`src/hdl/ttc_pkg.sv`:
```
/*
  Shared constants for one timer channel behind an 8-bit APB address space.
  Registers are 16 bits wide on word addresses. Only ctrl, interval, match,
  prescale and intr_enable are writable. Status is cleared by reading it.
*/
package ttc_pkg;

  // ------------------------------
  // Bus widths
  // ------------------------------
  localparam int addr_w = 8;           // APB address
  localparam int data_w = 16;          // Register and counter width

  // Register word addresses
  typedef enum logic [addr_w-1:0] {
    ctrl        = 8'h00,
    interval    = 8'h04,
    match1      = 8'h08,
    match2      = 8'h0C,
    match3      = 8'h10,
    count       = 8'h14,               // Read only
    prescale    = 8'h18,
    intr_status = 8'h1C,               // Cleared on read
    intr_enable = 8'h20
  } ttc_addr_e;

  // ------------------------------
  // Control register
  // ------------------------------
  localparam int ctrl_w            = 7;
  localparam logic [ctrl_w-1:0] ctrl_reset = 7'h01;  // Counter starts disabled
  localparam int ctrl_dis_bit      = 0;  // Active high counter disable
  localparam int ctrl_interval_bit = 1;  // Interval mode when set, else overflow
  localparam int ctrl_decr_bit     = 2;  // Count down
  localparam int ctrl_match_bit    = 3;  // Match events on
  localparam int ctrl_restart_bit  = 4;  // Self-clearing restart
  localparam int ctrl_wave_dis_bit = 5;  // Stored only
  localparam int ctrl_wave_pol_bit = 6;  // Stored only

  // Mode as {interval, decr}
  typedef enum logic [1:0] {
    overflow_up   = 2'b00,
    overflow_down = 2'b01,
    interval_up   = 2'b10,
    interval_down = 2'b11
  } ttc_cnt_mode_e;

  // ------------------------------
  // Interrupts and prescaler
  // ------------------------------
  localparam int intr_w        = 5;
  localparam int intr_interval = 0;
  localparam int intr_match1   = 1;
  localparam int intr_match2   = 2;
  localparam int intr_match3   = 3;
  localparam int intr_overflow = 4;

  localparam int presc_w = 5;          // Enable in bit 4 and N in bits 3..0

endpackage

```
`src/hdl/ttc_reg_if.sv`:
```
/*
  Link between the APB register bank and the counter block.
  Selects are single-cycle write strobes qualified by the APB access cycle.
  intr_raw is combinational and gets sampled by the bank's status logic.
*/
interface ttc_reg_if (
  input logic pclk5,
  input logic n_p_reset5
);

  // Bank to counter
  logic [ttc_pkg::data_w-1:0] wdata;          // Copy of pwdata
  logic                       ctrl_sel;
  logic                       interval_sel;
  logic [2:0]                 match_sel;      // Bit 0 is match1

  // Counter to bank
  logic [ttc_pkg::ctrl_w-1:0] ctrl_val;
  logic [ttc_pkg::data_w-1:0] interval_val;
  logic [ttc_pkg::data_w-1:0] match1_val;
  logic [ttc_pkg::data_w-1:0] match2_val;
  logic [ttc_pkg::data_w-1:0] match3_val;
  logic [ttc_pkg::data_w-1:0] count_val;
  logic [ttc_pkg::intr_w-1:0] intr_raw;       // Event level only

  modport regbank (
    input  pclk5, n_p_reset5,
    output wdata, ctrl_sel, interval_sel, match_sel,
    input  ctrl_val, interval_val, match1_val, match2_val, match3_val,
    input  count_val, intr_raw
  );

  modport counter (
    input  pclk5, n_p_reset5,
    input  wdata, ctrl_sel, interval_sel, match_sel,
    output ctrl_val, interval_val, match1_val, match2_val, match3_val,
    output count_val, intr_raw
  );

endinterface

```
`src/hdl/ttc_prescaler.sv`:
```
/*
  Count enable generator. Disabled means count_en stays high every cycle.
  Enabled gives one pulse per 2^(N+1) clocks, N from 0 to 15.
  Any change of presc_cfg restarts the divide from zero.
*/
module ttc_prescaler (
  input  logic                        pclk5,
  input  logic                        n_p_reset5,
  input  logic [ttc_pkg::presc_w-1:0] presc_cfg,
  output logic                        count_en
);

  logic       presc_on;                // Enable bit of the config
  logic [4:0] shift_amt;               // N+1, up to 16
  logic [16:0] ratio;                  // 2^(N+1)
  logic [16:0] ratio_m1;
  logic [15:0] term_cnt;               // Last divider value of a period
  logic [15:0] div_cnt;
  logic [ttc_pkg::presc_w-1:0] cfg_q;  // Config seen last cycle
  logic       cfg_changed;
  logic       at_term;

  assign presc_on    = presc_cfg[ttc_pkg::presc_w-1];
  assign shift_amt   = {1'b0, presc_cfg[3:0]} + 5'd1;
  assign ratio       = 17'd1 << shift_amt;
  assign ratio_m1    = ratio - 17'd1;
  assign term_cnt    = ratio_m1[15:0];
  assign cfg_changed = (presc_cfg != cfg_q);
  assign at_term     = (div_cnt == term_cnt);

  // ------------------------------
  // Divider
  // ------------------------------
  always_ff @(posedge pclk5 or negedge n_p_reset5)
  begin
    if (!n_p_reset5)
    begin
      cfg_q   <= '0;
      div_cnt <= '0;
    end
    else
    begin
      cfg_q <= presc_cfg;
      if (cfg_changed || !presc_on)
        div_cnt <= '0;                 // Restart the period
      else if (at_term)
        div_cnt <= '0;                 // Wrap
      else
        div_cnt <= div_cnt + 16'd1;
    end
  end

  // Pulse only at terminal count and never in the cycle of a config change
  assign count_en = presc_on ? (at_term && !cfg_changed) : 1'b1;

endmodule

```
`src/hdl/ttc_counter_lite.sv`:
```
/*
  16-bit up/down counter with interval and overflow modes and three matches.
  Counter and restart only act on cycles with count_en high.
  Interval is taken as static while counting. Events are combinational.
*/
module ttc_counter_lite (
  input  logic           pclk5,
  input  logic           n_p_reset5,
  input  logic           count_en,       // From the prescaler
  ttc_reg_if.counter     regs
);

  logic [ttc_pkg::ctrl_w-1:0] ctrl_q;
  logic [ttc_pkg::data_w-1:0] interval_q;
  logic [ttc_pkg::data_w-1:0] match_q [3];
  logic [ttc_pkg::data_w-1:0] count_q;
  logic                       counting;      // Stepped since last restart
  logic                       restart_done;  // Restart was applied last edge

  ttc_pkg::ttc_cnt_mode_e     mode;
  logic [ttc_pkg::data_w-1:0] next_count;
  logic [ttc_pkg::data_w-1:0] start_val;
  logic                       events_on;
  logic                       count_zero;

  // ------------------------------
  // Register writes
  // ------------------------------
  always_ff @(posedge pclk5 or negedge n_p_reset5)
  begin
    if (!n_p_reset5)
    begin
      ctrl_q     <= ttc_pkg::ctrl_reset;
      interval_q <= '0;
    end
    else
    begin
      if (regs.ctrl_sel)
        ctrl_q <= regs.wdata[ttc_pkg::ctrl_w-1:0];
      else if (restart_done)
        ctrl_q[ttc_pkg::ctrl_restart_bit] <= 1'b0;  // Self clear
      if (regs.interval_sel)
        interval_q <= regs.wdata;
    end
  end

  // Three identical match registers
  always_ff @(posedge pclk5 or negedge n_p_reset5)
  begin
    if (!n_p_reset5)
    begin
      for (int i = 0; i < 3; i++)
        match_q[i] <= '0;
    end
    else
    begin
      for (int i = 0; i < 3; i++)
        if (regs.match_sel[i])
          match_q[i] <= regs.wdata;
    end
  end

  // ------------------------------
  // Counter step and restart
  // ------------------------------
  assign mode = ttc_pkg::ttc_cnt_mode_e'({ctrl_q[ttc_pkg::ctrl_interval_bit],
                                          ctrl_q[ttc_pkg::ctrl_decr_bit]});
  assign count_zero = (count_q == '0);

  always_comb
  begin
    case (mode)
      ttc_pkg::overflow_up:   next_count = count_q + 16'd1;  // Wraps at FFFF
      ttc_pkg::overflow_down: next_count = count_q - 16'd1;  // Wraps at 0
      ttc_pkg::interval_up:
        next_count = (count_q == interval_q) ? '0 : count_q + 16'd1;
      ttc_pkg::interval_down:
        next_count = count_zero ? interval_q : count_q - 16'd1;
      default:                next_count = count_q;
    endcase
  end

  // Up counts restart from 0, down counts from the top of their range
  always_comb
  begin
    if (!ctrl_q[ttc_pkg::ctrl_decr_bit])
      start_val = '0;
    else if (ctrl_q[ttc_pkg::ctrl_interval_bit])
      start_val = interval_q;
    else
      start_val = 16'hFFFF;
  end

  always_ff @(posedge pclk5 or negedge n_p_reset5)
  begin
    if (!n_p_reset5)
    begin
      count_q      <= '0;
      counting     <= 1'b0;
      restart_done <= 1'b0;
    end
    else
    begin
      restart_done <= 1'b0;                       // One-cycle strobe
      if (count_en)
      begin
        if (ctrl_q[ttc_pkg::ctrl_restart_bit])
        begin
          count_q      <= start_val;              // Applies even when disabled
          counting     <= 1'b0;
          restart_done <= 1'b1;
        end
        else if (!ctrl_q[ttc_pkg::ctrl_dis_bit])
        begin
          count_q  <= next_count;
          counting <= 1'b1;
        end
      end
    end
  end

  // ------------------------------
  // Events
  // ------------------------------
  assign events_on = counting && !ctrl_q[ttc_pkg::ctrl_dis_bit]
                     && !ctrl_q[ttc_pkg::ctrl_restart_bit];

  assign regs.intr_raw[ttc_pkg::intr_interval] =
    events_on && ctrl_q[ttc_pkg::ctrl_interval_bit] && count_zero;
  assign regs.intr_raw[ttc_pkg::intr_overflow] =
    events_on && !ctrl_q[ttc_pkg::ctrl_interval_bit] && count_zero;
  assign regs.intr_raw[ttc_pkg::intr_match1] =
    events_on && ctrl_q[ttc_pkg::ctrl_match_bit] && (count_q == match_q[0]);
  assign regs.intr_raw[ttc_pkg::intr_match2] =
    events_on && ctrl_q[ttc_pkg::ctrl_match_bit] && (count_q == match_q[1]);
  assign regs.intr_raw[ttc_pkg::intr_match3] =
    events_on && ctrl_q[ttc_pkg::ctrl_match_bit] && (count_q == match_q[2]);

  // Readback
  assign regs.ctrl_val     = ctrl_q;
  assign regs.interval_val = interval_q;
  assign regs.match1_val   = match_q[0];
  assign regs.match2_val   = match_q[1];
  assign regs.match3_val   = match_q[2];
  assign regs.count_val    = count_q;

endmodule

```
`src/hdl/ttc_regbank.sv`:
```
/*
  APB slave without wait states or error response, two cycles per transfer.
  prdata is driven only in read access cycles, zero otherwise.
  Unmapped addresses read zero, and writes to them are dropped.
*/
module ttc_regbank (
  input  logic                        pclk5,
  input  logic                        n_p_reset5,
  input  logic                        psel,
  input  logic                        penable,
  input  logic                        pwrite,
  input  logic [ttc_pkg::addr_w-1:0]  paddr,
  input  logic [ttc_pkg::data_w-1:0]  pwdata,
  output logic [ttc_pkg::data_w-1:0]  prdata,
  output logic                        irq,
  output logic [ttc_pkg::presc_w-1:0] presc_cfg,
  ttc_reg_if.regbank                  regs
);

  logic                       access;      // APB access phase
  logic                       wr_en;
  logic                       rd_en;
  logic                       status_rd;   // Read of intr_status
  logic                       presc_sel;
  logic                       enable_sel;
  logic [ttc_pkg::presc_w-1:0] presc_q;
  logic [ttc_pkg::intr_w-1:0] status_q;    // Sticky
  logic [ttc_pkg::intr_w-1:0] enable_q;
  logic [ttc_pkg::data_w-1:0] rd_mux;

  assign access = psel && penable;
  assign wr_en  = access && pwrite;
  assign rd_en  = access && !pwrite;

  // ------------------------------
  // Write decode
  // ------------------------------
  assign regs.wdata        = pwdata;
  assign regs.ctrl_sel     = wr_en && (paddr == ttc_pkg::ctrl);
  assign regs.interval_sel = wr_en && (paddr == ttc_pkg::interval);
  assign regs.match_sel[0] = wr_en && (paddr == ttc_pkg::match1);
  assign regs.match_sel[1] = wr_en && (paddr == ttc_pkg::match2);
  assign regs.match_sel[2] = wr_en && (paddr == ttc_pkg::match3);
  assign presc_sel         = wr_en && (paddr == ttc_pkg::prescale);
  assign enable_sel        = wr_en && (paddr == ttc_pkg::intr_enable);
  assign status_rd         = rd_en && (paddr == ttc_pkg::intr_status);

  // Local registers
  always_ff @(posedge pclk5 or negedge n_p_reset5)
  begin
    if (!n_p_reset5)
    begin
      presc_q  <= '0;
      enable_q <= '0;
    end
    else
    begin
      if (presc_sel)
        presc_q <= pwdata[ttc_pkg::presc_w-1:0];
      if (enable_sel)
        enable_q <= pwdata[ttc_pkg::intr_w-1:0];
    end
  end

  assign presc_cfg = presc_q;

  // ------------------------------
  // Interrupt status and irq
  // ------------------------------
  always_ff @(posedge pclk5 or negedge n_p_reset5)
  begin
    if (!n_p_reset5)
    begin
      status_q <= '0;
      irq      <= 1'b0;
    end
    else
    begin
      // New events win over a clear in the same cycle
      status_q <= (status_q & ~{ttc_pkg::intr_w{status_rd}}) | regs.intr_raw;
      irq      <= |(status_q & enable_q);   // One cycle behind status
    end
  end

  // ------------------------------
  // Read mux
  // ------------------------------
  always_comb
  begin
    case (paddr)
      ttc_pkg::ctrl:
        rd_mux = {{(ttc_pkg::data_w-ttc_pkg::ctrl_w){1'b0}}, regs.ctrl_val};
      ttc_pkg::interval:    rd_mux = regs.interval_val;
      ttc_pkg::match1:      rd_mux = regs.match1_val;
      ttc_pkg::match2:      rd_mux = regs.match2_val;
      ttc_pkg::match3:      rd_mux = regs.match3_val;
      ttc_pkg::count:       rd_mux = regs.count_val;
      ttc_pkg::prescale:
        rd_mux = {{(ttc_pkg::data_w-ttc_pkg::presc_w){1'b0}}, presc_q};
      ttc_pkg::intr_status:
        rd_mux = {{(ttc_pkg::data_w-ttc_pkg::intr_w){1'b0}}, status_q};
      ttc_pkg::intr_enable:
        rd_mux = {{(ttc_pkg::data_w-ttc_pkg::intr_w){1'b0}}, enable_q};
      default:              rd_mux = '0;    // Unmapped
    endcase
  end

  assign prdata = rd_en ? rd_mux : '0;

endmodule

```
`src/hdl/ttc_timer.sv`:
```
/*
  One timer channel with APB access and a single level interrupt.
  No waveform output and no external clock source.
*/
module ttc_timer (
  input  logic                       pclk5,
  input  logic                       n_p_reset5,
  input  logic                       psel,
  input  logic                       penable,
  input  logic                       pwrite,
  input  logic [ttc_pkg::addr_w-1:0] paddr,
  input  logic [ttc_pkg::data_w-1:0] pwdata,
  output logic [ttc_pkg::data_w-1:0] prdata,
  output logic                       irq
);

  logic                        count_en;    // Prescaler to counter
  logic [ttc_pkg::presc_w-1:0] presc_cfg;   // Bank to prescaler

  // ------------------------------
  // Register link
  // ------------------------------
  ttc_reg_if regs (
    .pclk5      (pclk5),
    .n_p_reset5 (n_p_reset5)
  );

  // APB side
  ttc_regbank u_regbank (
    .pclk5      (pclk5),
    .n_p_reset5 (n_p_reset5),
    .psel       (psel),
    .penable    (penable),
    .pwrite     (pwrite),
    .paddr      (paddr),
    .pwdata     (pwdata),
    .prdata     (prdata),
    .irq        (irq),
    .presc_cfg  (presc_cfg),
    .regs       (regs.regbank)
  );

  // Count enable source
  ttc_prescaler u_prescaler (
    .pclk5      (pclk5),
    .n_p_reset5 (n_p_reset5),
    .presc_cfg  (presc_cfg),
    .count_en   (count_en)
  );

  ttc_counter_lite u_counter (
    .pclk5      (pclk5),
    .n_p_reset5 (n_p_reset5),
    .count_en   (count_en),
    .regs       (regs.counter)
  );

endmodule

```
`config.mk`:
```
export PLATFORM = sky130hd
export DESIGN_NAME = ttc_timer
export DESIGN_NICKNAME = d
export VERILOG_FILES = /design/src/hdl/ttc_pkg.sv /design/src/hdl/ttc_reg_if.sv /design/src/hdl/ttc_prescaler.sv /design/src/hdl/ttc_counter_lite.sv /design/src/hdl/ttc_regbank.sv /design/src/hdl/ttc_timer.sv
export SDC_FILE = /design/constraint.sdc
export NUM_CORES = 1
export LEC_CHECK = 0
export ABC_AREA = 1
export BUFFER_PORTS_ARGS = -buffer_cell sky130_fd_sc_hd__clkbuf_2
export CORE_MARGIN = 5
export CORE_UTILIZATION = 56
export DETAILED_ROUTE_END_ITERATION = 10
export PLACE_DENSITY = 0.77
export RECOVER_POWER = 50
export SLEW_MARGIN = 20
export SYNTH_ARGS = -nofsm -noshare
export SYNTH_HDL_FRONTEND = slang
export SYNTH_SLANG_ARGS = --single-unit
```
`constraint.sdc`:
```
create_clock -name pclk5 -period 2.6 [get_ports pclk5]
set_input_delay 0.39 -clock pclk5 [delete_from_list [all_inputs] [get_ports pclk5]]
set_output_delay 0.39 -clock pclk5 [all_outputs]
set_load 0.1 [all_outputs]
```
=== After elaboration in Yosys (flattened, before gate mapping) ===
Cells that the tools add are included.

* Register bits: 126
* Bits in latches: 0
* Bits in writable memories: 0
* Bits in read-only memories: 0
* Output and inout bits: 17
* Word-level logic and storage cells: 96
* Memories kept: 0

* $add $sub $neg: 5
* $mul: 0
* Divide/modulo/power cells: 0
* $lt $le $gt $ge: 0
* Equality and inequality tests: 18
* Shift-type cells: 1
* Multiplexer cells: 18
* Bitwise logic cells: 4
* Reduce and logical (&&, ||, !) cells: 35

{| class="wikitable"
|+ Operators with widths
! operator !! number
|-
| 2-to-1 mux 16 bit || 9
|-
| one-hot mux 16 bit (9 select lines) || 1
|-
| equality test 16 bit || 5
|-
| one-hot mux 16 bit (4 select lines) || 1
|-
| adder 16 x 1 -> 16 bit, second input constant || 2
|-
| equality test 8 x 5 -> 1 bit, second input constant || 4
|-
| subtractor 16 x 1 -> 16 bit, second input constant || 2
|-
| logical AND 1 bit || 22
|-
| equality test 8 x 4 -> 1 bit, second input constant || 2
|-
| zero test 16 bit || 1
|-
| << shifter 1 x 5 -> 16 bit, first input constant || 1
|-
| AND 5 bit || 2
|-
| equality test 8 x 3 -> 1 bit, second input constant || 1
|-
| equality test 8 x 6 -> 1 bit, second input constant || 1
|-
| zero test 8 bit || 1
|-
| 2-to-1 mux 1 bit || 7
|-
| zero test 1 bit || 6
|-
| adder 4 x 1 -> 5 bit, second input constant || 1
|-
| != test 5 bit || 1
|-
| NOT 5 bit || 1
|-
| OR 5 bit || 1
|-
| OR reduction 5 bit || 1
|-
| equality test 2 bit, second input constant || 2
|-
| equality test 2 x 1 -> 1 bit, second input constant || 1
|-
| other kinds (5) || 5
|}

=== Logic depth before layout (Yosys ltp) ===
* Depth in word-level cells: 7
* Mapped depth: 19
* Depth with buffers taken out: 16

=== Modules after synthesis ===
A second synthesis with hierarchy kept.

* Cells, all modules: 1355
* Area, all modules: 9401.5 um2

{| class="wikitable"
|+ Modules (own cells, without submodules)
! module !! instances !! cells each !! area an instance (um2) !! seq. area each (um2)
|-
| ttc_counter_lite || 1 || 774 || 5662.9 || 2228.4
|-
| ttc_regbank || 1 || 347 || 2075.7 || 400.4
|-
| ttc_prescaler || 1 || 234 || 1662.8 || 525.5
|}

=== Worst setup path before layout ===
No wires, ideal clock.

* Path kind: in2out
* From: input paddr[7] in the netlist's numbering
* To: output prdata[3] in the netlist's numbering
* Data arrival time: 3242 ps
* Slack: -1032 ps
* Cell stages on the path: 8
* Cell sequence: nor2_1 > inv_1 > nor3_1 > inv_1 > nor2_1 > clkbuf_1 > a221oi_1 > a31oi_1

* Longest elaborated chain between the ends: 3

{| class="wikitable"
|+ Ends and longest elaborated chain
! what !! RTL line !! source
|-
| start, declared || ttc_timer.sv:11 || <nowiki>input logic [ttc_pkg::addr_w-1:0] paddr,</nowiki>
|-
| equality test 8 x 6 -> 1 bit, or another cell as far along || ttc_regbank.sv:90 || <nowiki>case (paddr)</nowiki>
|-
| one-hot mux 16 bit (9 select lines) * || ttc_regbank.sv:90 ||
|-
| 2-to-1 mux 16 bit * || ttc_regbank.sv:108 || <nowiki>assign prdata = rd_en ? rd_mux : '0;</nowiki>
|-
| end, declared || ttc_timer.sv:13 || <nowiki>output logic [ttc_pkg::data_w-1:0] prdata,</nowiki>
|}

Every way passes the cells marked *; elsewhere a longest branch is shown, timed or not.

=== Final worst setup path ===
* From: register u_counter.count_q (netlist bit u_counter.regs.count_val[4])
* To: output prdata[4] in the netlist's numbering

* Longest elaborated chain between the ends: 2

{| class="wikitable"
|+ Ends and longest elaborated chain
! what !! RTL line !! source
|-
| start, declared || ttc_counter_lite.sv:16 || <nowiki>logic [ttc_pkg::data_w-1:0] count_q;</nowiki>
|-
| start signal, assigned || ttc_counter_lite.sv:109 || <nowiki>count_q <= start_val;</nowiki>
|-
| start signal, assigned || ttc_counter_lite.sv:115 || <nowiki>count_q <= next_count;</nowiki>
|-
| one-hot mux 16 bit (9 select lines) || ttc_regbank.sv:90 ||
|-
| 2-to-1 mux 16 bit || ttc_regbank.sv:108 ||
|}

Every way passes these cells.

==> flow_summary_export.csv <==
group,metric,value,unit
run_status,outcome,"complete, no violations",
clocking,cts_root_buf,"clkbuf_16",
final_layout,drive_gt1_share,13.19,%
worst_setup_path,crit_fanout,10,
die,die_y,132.5,um
grt,grt_start_max_net_pins,44,
drt,final_antenna_net_count,0,
clocking,insertion_delay,0.42,ns
drt,drt_pass1_iterations,6,
grt,gr-total-overflow,0,
clocking,clkSinkCount,126,
power_and_ir_drop,post-layout-total-power,0.006433,W
sta,fmax,402.4,MHz
power_and_ir_drop,p_leak,4.918,nW
clocking,cts.clk_slew.worst_paths,0.06,ns
power_and_ir_drop,ir_drop,0.7489,mV
sta,finalHoldViolCount,0,
worst_setup_path,startpoint_type,"register",
sta,worst_slew_margin_rel,30.52,%
synth,ys_seq_area_share,37.54,%
worst_setup_path,arrival,2.10,ns
drt,route.detailed.drc,0,
drt,avgViaCountPerCell,5.768,
sta,hold_slack,0.2562,ns
worst_hold_path,hold_class,"in2reg",
synth,synth.avg_cell_area,6.882,sq um
clocking,cts_buffers,17,
placed_design,port-buffer-count,45,
synth,async_reset_ff_share,100.0,%
final_layout,final_common_cell,"nand2_1",
run,maxCapViolations,0,
grt,grt.total_usage,30.88,%
worst_setup_path,crit_required,2.21,ns
final_layout,nets,1325,
die,num_rows,44,
final_layout,final_cell_mix,"402 x nand2_1, 124 x dfrtp_1, 119 x o21ai_0, 117 x inv_1, 96 x nor2_1",
synth,synth_edf_count,0,
sta,period_needed,2.485,ns
die,io_pins,46,
worst_setup_path,r2r_start,"u_regbank.presc_cfg[1]",
power_and_ir_drop,power_density,632.7,mW/mm^2
clocking,clockBufferDepth,2,
drt,via_count,8583,
clocking,htree_levels,4,
die,core,0.01464,sq mm
sta,drv_slew,0,
final_layout,antenna_cells,0,
grt,antenna_found_initial,0,
clocking,cts_tree,"yes",
sta,rsz0062_at_grt,"yes",
drt,drtIter0Drc,976,
synth,netlist_instances,1221,
worst_setup_path,r2r_cells,13,
synth,synth-seq-cells,126,
sta,worst_pin_slew,1.042,ns
synth,synth_cell_types,43,
final_layout,fillers,1227,
worst_setup_path,startpoint,"u_counter.regs.count_val[4]",
final_layout,syn_to_final_growth,21.00,%
synth,synth_flop_cell,"dfrtp_1",
die,fp.dieW,132.5,um
worst_setup_path,reg2reg_to,"u_counter.regs.count_val[7]",
grt,grt_pass1_vias,8140,
placed_design,dp_hpwl,19650,um
sta,setup_viol,0,
worst_setup_path,r2r_setup_slack,0.27,ns
synth,synth_fp_nets,1255,
synth,synthesis.area,0.008403,sq mm
drt,wl,26270,um
synth,ys_warn_count,0,
die,dieArea,0.01755,sq mm
grt,grt_pass1_wl,43450,um
worst_setup_path,worstSetupEndpointType,"output port",
sta,fin_crit_sh,95.58,%
placed_design,place_congestion,0.9828,
worst_setup_path,crit_end,"prdata[4]",
worst_setup_path,critical_path_class,"reg2out",
die,start_util,57.38,%
drt,avgRoutedWirePerCell,17.66,um
sta,finalClockSkew,0.007204,ns
==> layout make-up <==
cell class | count | area, sq um | share of cell area (%)
multi-input cells | 919 | 4722 | 46.44
repair buffers | 105 | 933.4 | 9.180
flip-flops and latches | 126 | 3156 | 31.04
well taps | 184 | 230.2 | 2.264
clock inverters | 13 | 235.2 | 2.314
clock buffers | 19 | 432.9 | 4.258
inverters | 122 | 457.9 | 4.504
==> timing repair <==
item	CTS	global route
hold buffers	1	0
setup endpoints to repair	0	14
endpoints found under the hold margin	29	0
buffers inserted	0	0
gates resized for setup	0	7
==> how the worst min path moves through the flow <==
stage	depth (start not counted)	startpoint	end	slack [ns]
2_1_floorplan	0	n_p_reset5	u_counter.counting	0.09
3_3_place_gp	1	n_p_reset5	u_prescaler.div_cnt[5]	0.37
3_5_place_dp	1	n_p_reset5	u_prescaler.div_cnt[5]	0.37
4_1_cts	3	pwdata[7]	u_counter.regs.match3_val[7]	0.25
5_1_grt	3	pwdata[7]	u_counter.regs.match3_val[7]	0.28
6_report	3	pwdata[7]	u_counter.regs.match3_val[7]	0.26
==> flip-flops by register name (all words and copies together), names as in the netlist <==
name and count:
u_regbank.status_q 5, u_counter.regs.count_val 16, u_counter.regs.match2_val 16, u_counter.restart_done 1
u_counter.counting 1, u_counter.regs.match1_val 16, u_regbank.irq 1, u_regbank.enable_q 5
u_prescaler.cfg_q 5, u_prescaler.div_cnt 16, u_regbank.presc_cfg 5, u_counter.regs.match3_val 16
u_counter.regs.ctrl_val 7, u_counter.regs.interval_val 16
==> cell families (layout without fill, tap and decap cells) <==
logic type,after synthesis,after routing,share of synthesized area [%]
fa+ha+maj,5,5,0.7445
compound gates,183,183,12.52
xor+xnor,81,81,8.443
buf+inv,176,259,8.532
other cells,1,1,0.04463
simple gates,649,649,32.18
flops,126,126,37.54
==> per-layer routing <==
| layer | track usage, % | wire, um | up-vias |
|---|---|---|---|
| li1 | - | - | 4087 |
| met1 | 43.61 | 11250 | 3990 |
| met2 | 47.76 | 11660 | 433 |
| met3 | 5.619 | 2414 | 73 |
| met4 | 11.32 | 941 | 0 |
| met5 | 0 | 0 | - |
==> through the flow <==
stage / TNS, ns / util (%) / std cells / instance area (sq um) / setup slack, ns
final: 0 / 69.43 / 1488 / 10170 / 0.1148
after global routing: -0.01484 / 69.43 / 1488 / 10170 / -0.01484
after CTS: 0 / 69.47 / 1488 / 10170 / 0.07250
after detailed placement: 0 / 64.84 / 1455 / 9495 / 0.1529
after global placement: 0 / 64.84 / 1455 / 9495 / 0.1827
after floorplan: -0.01903 / - / 1221 / 8576 / -0.01903
==> critical path, cell delays in order, from the launching register on <==
cell and delay (ns):
dfrtp_1 0.55, inv_1 0.14, buf_4 0.16, o22ai_1 0.10
a221oi_1 0.37, a31oi_4 0.15, buf_12 0.20
==> where the power goes <==
| part | switching [W] | total (W) | internal, W |
|---|---|---|---|
| Sequential | 0.000186 | 0.00224 | 0.00205 |
| Combinational | 0.000895 | 0.00146 | 0.000569 |
| Clock | 0.000926 | 0.00273 | 0.00181 |
| Total | 0.00201 | 0.00643 | 0.00443 |
==> synth_stat cells (5+ instances only) <==
| master | number | area (sq um) |
|---|---|---|
| nor4_1 | 8 | 50.05 |
| xnor2_1 | 21 | 183.9 |
| ha_1 | 5 | 62.56 |
| a31oi_1 | 5 | 31.28 |
| nor2_1 | 99 | 371.6 |
| clkbuf_1 | 27 | 101.4 |
| dfrtp_1 | 125 | 3128 |
| xor2_1 | 60 | 525.5 |
| a21oi_1 | 16 | 80.08 |
| a22oi_1 | 6 | 45.04 |
| o22ai_1 | 6 | 37.54 |
| o21ai_0 | 119 | 595.6 |
| a221oi_1 | 17 | 148.9 |
| nand3_1 | 71 | 355.3 |
| nor3_1 | 20 | 100.1 |
| buf_4 | 5 | 37.54 |
| nand4_1 | 28 | 175.2 |
| or2_2 | 8 | 50.05 |
| inv_1 | 118 | 442.9 |
| buf_2 | 18 | 90.09 |
| nand2_1 | 402 | 1509 |
(Power assumes the default switching activity.)
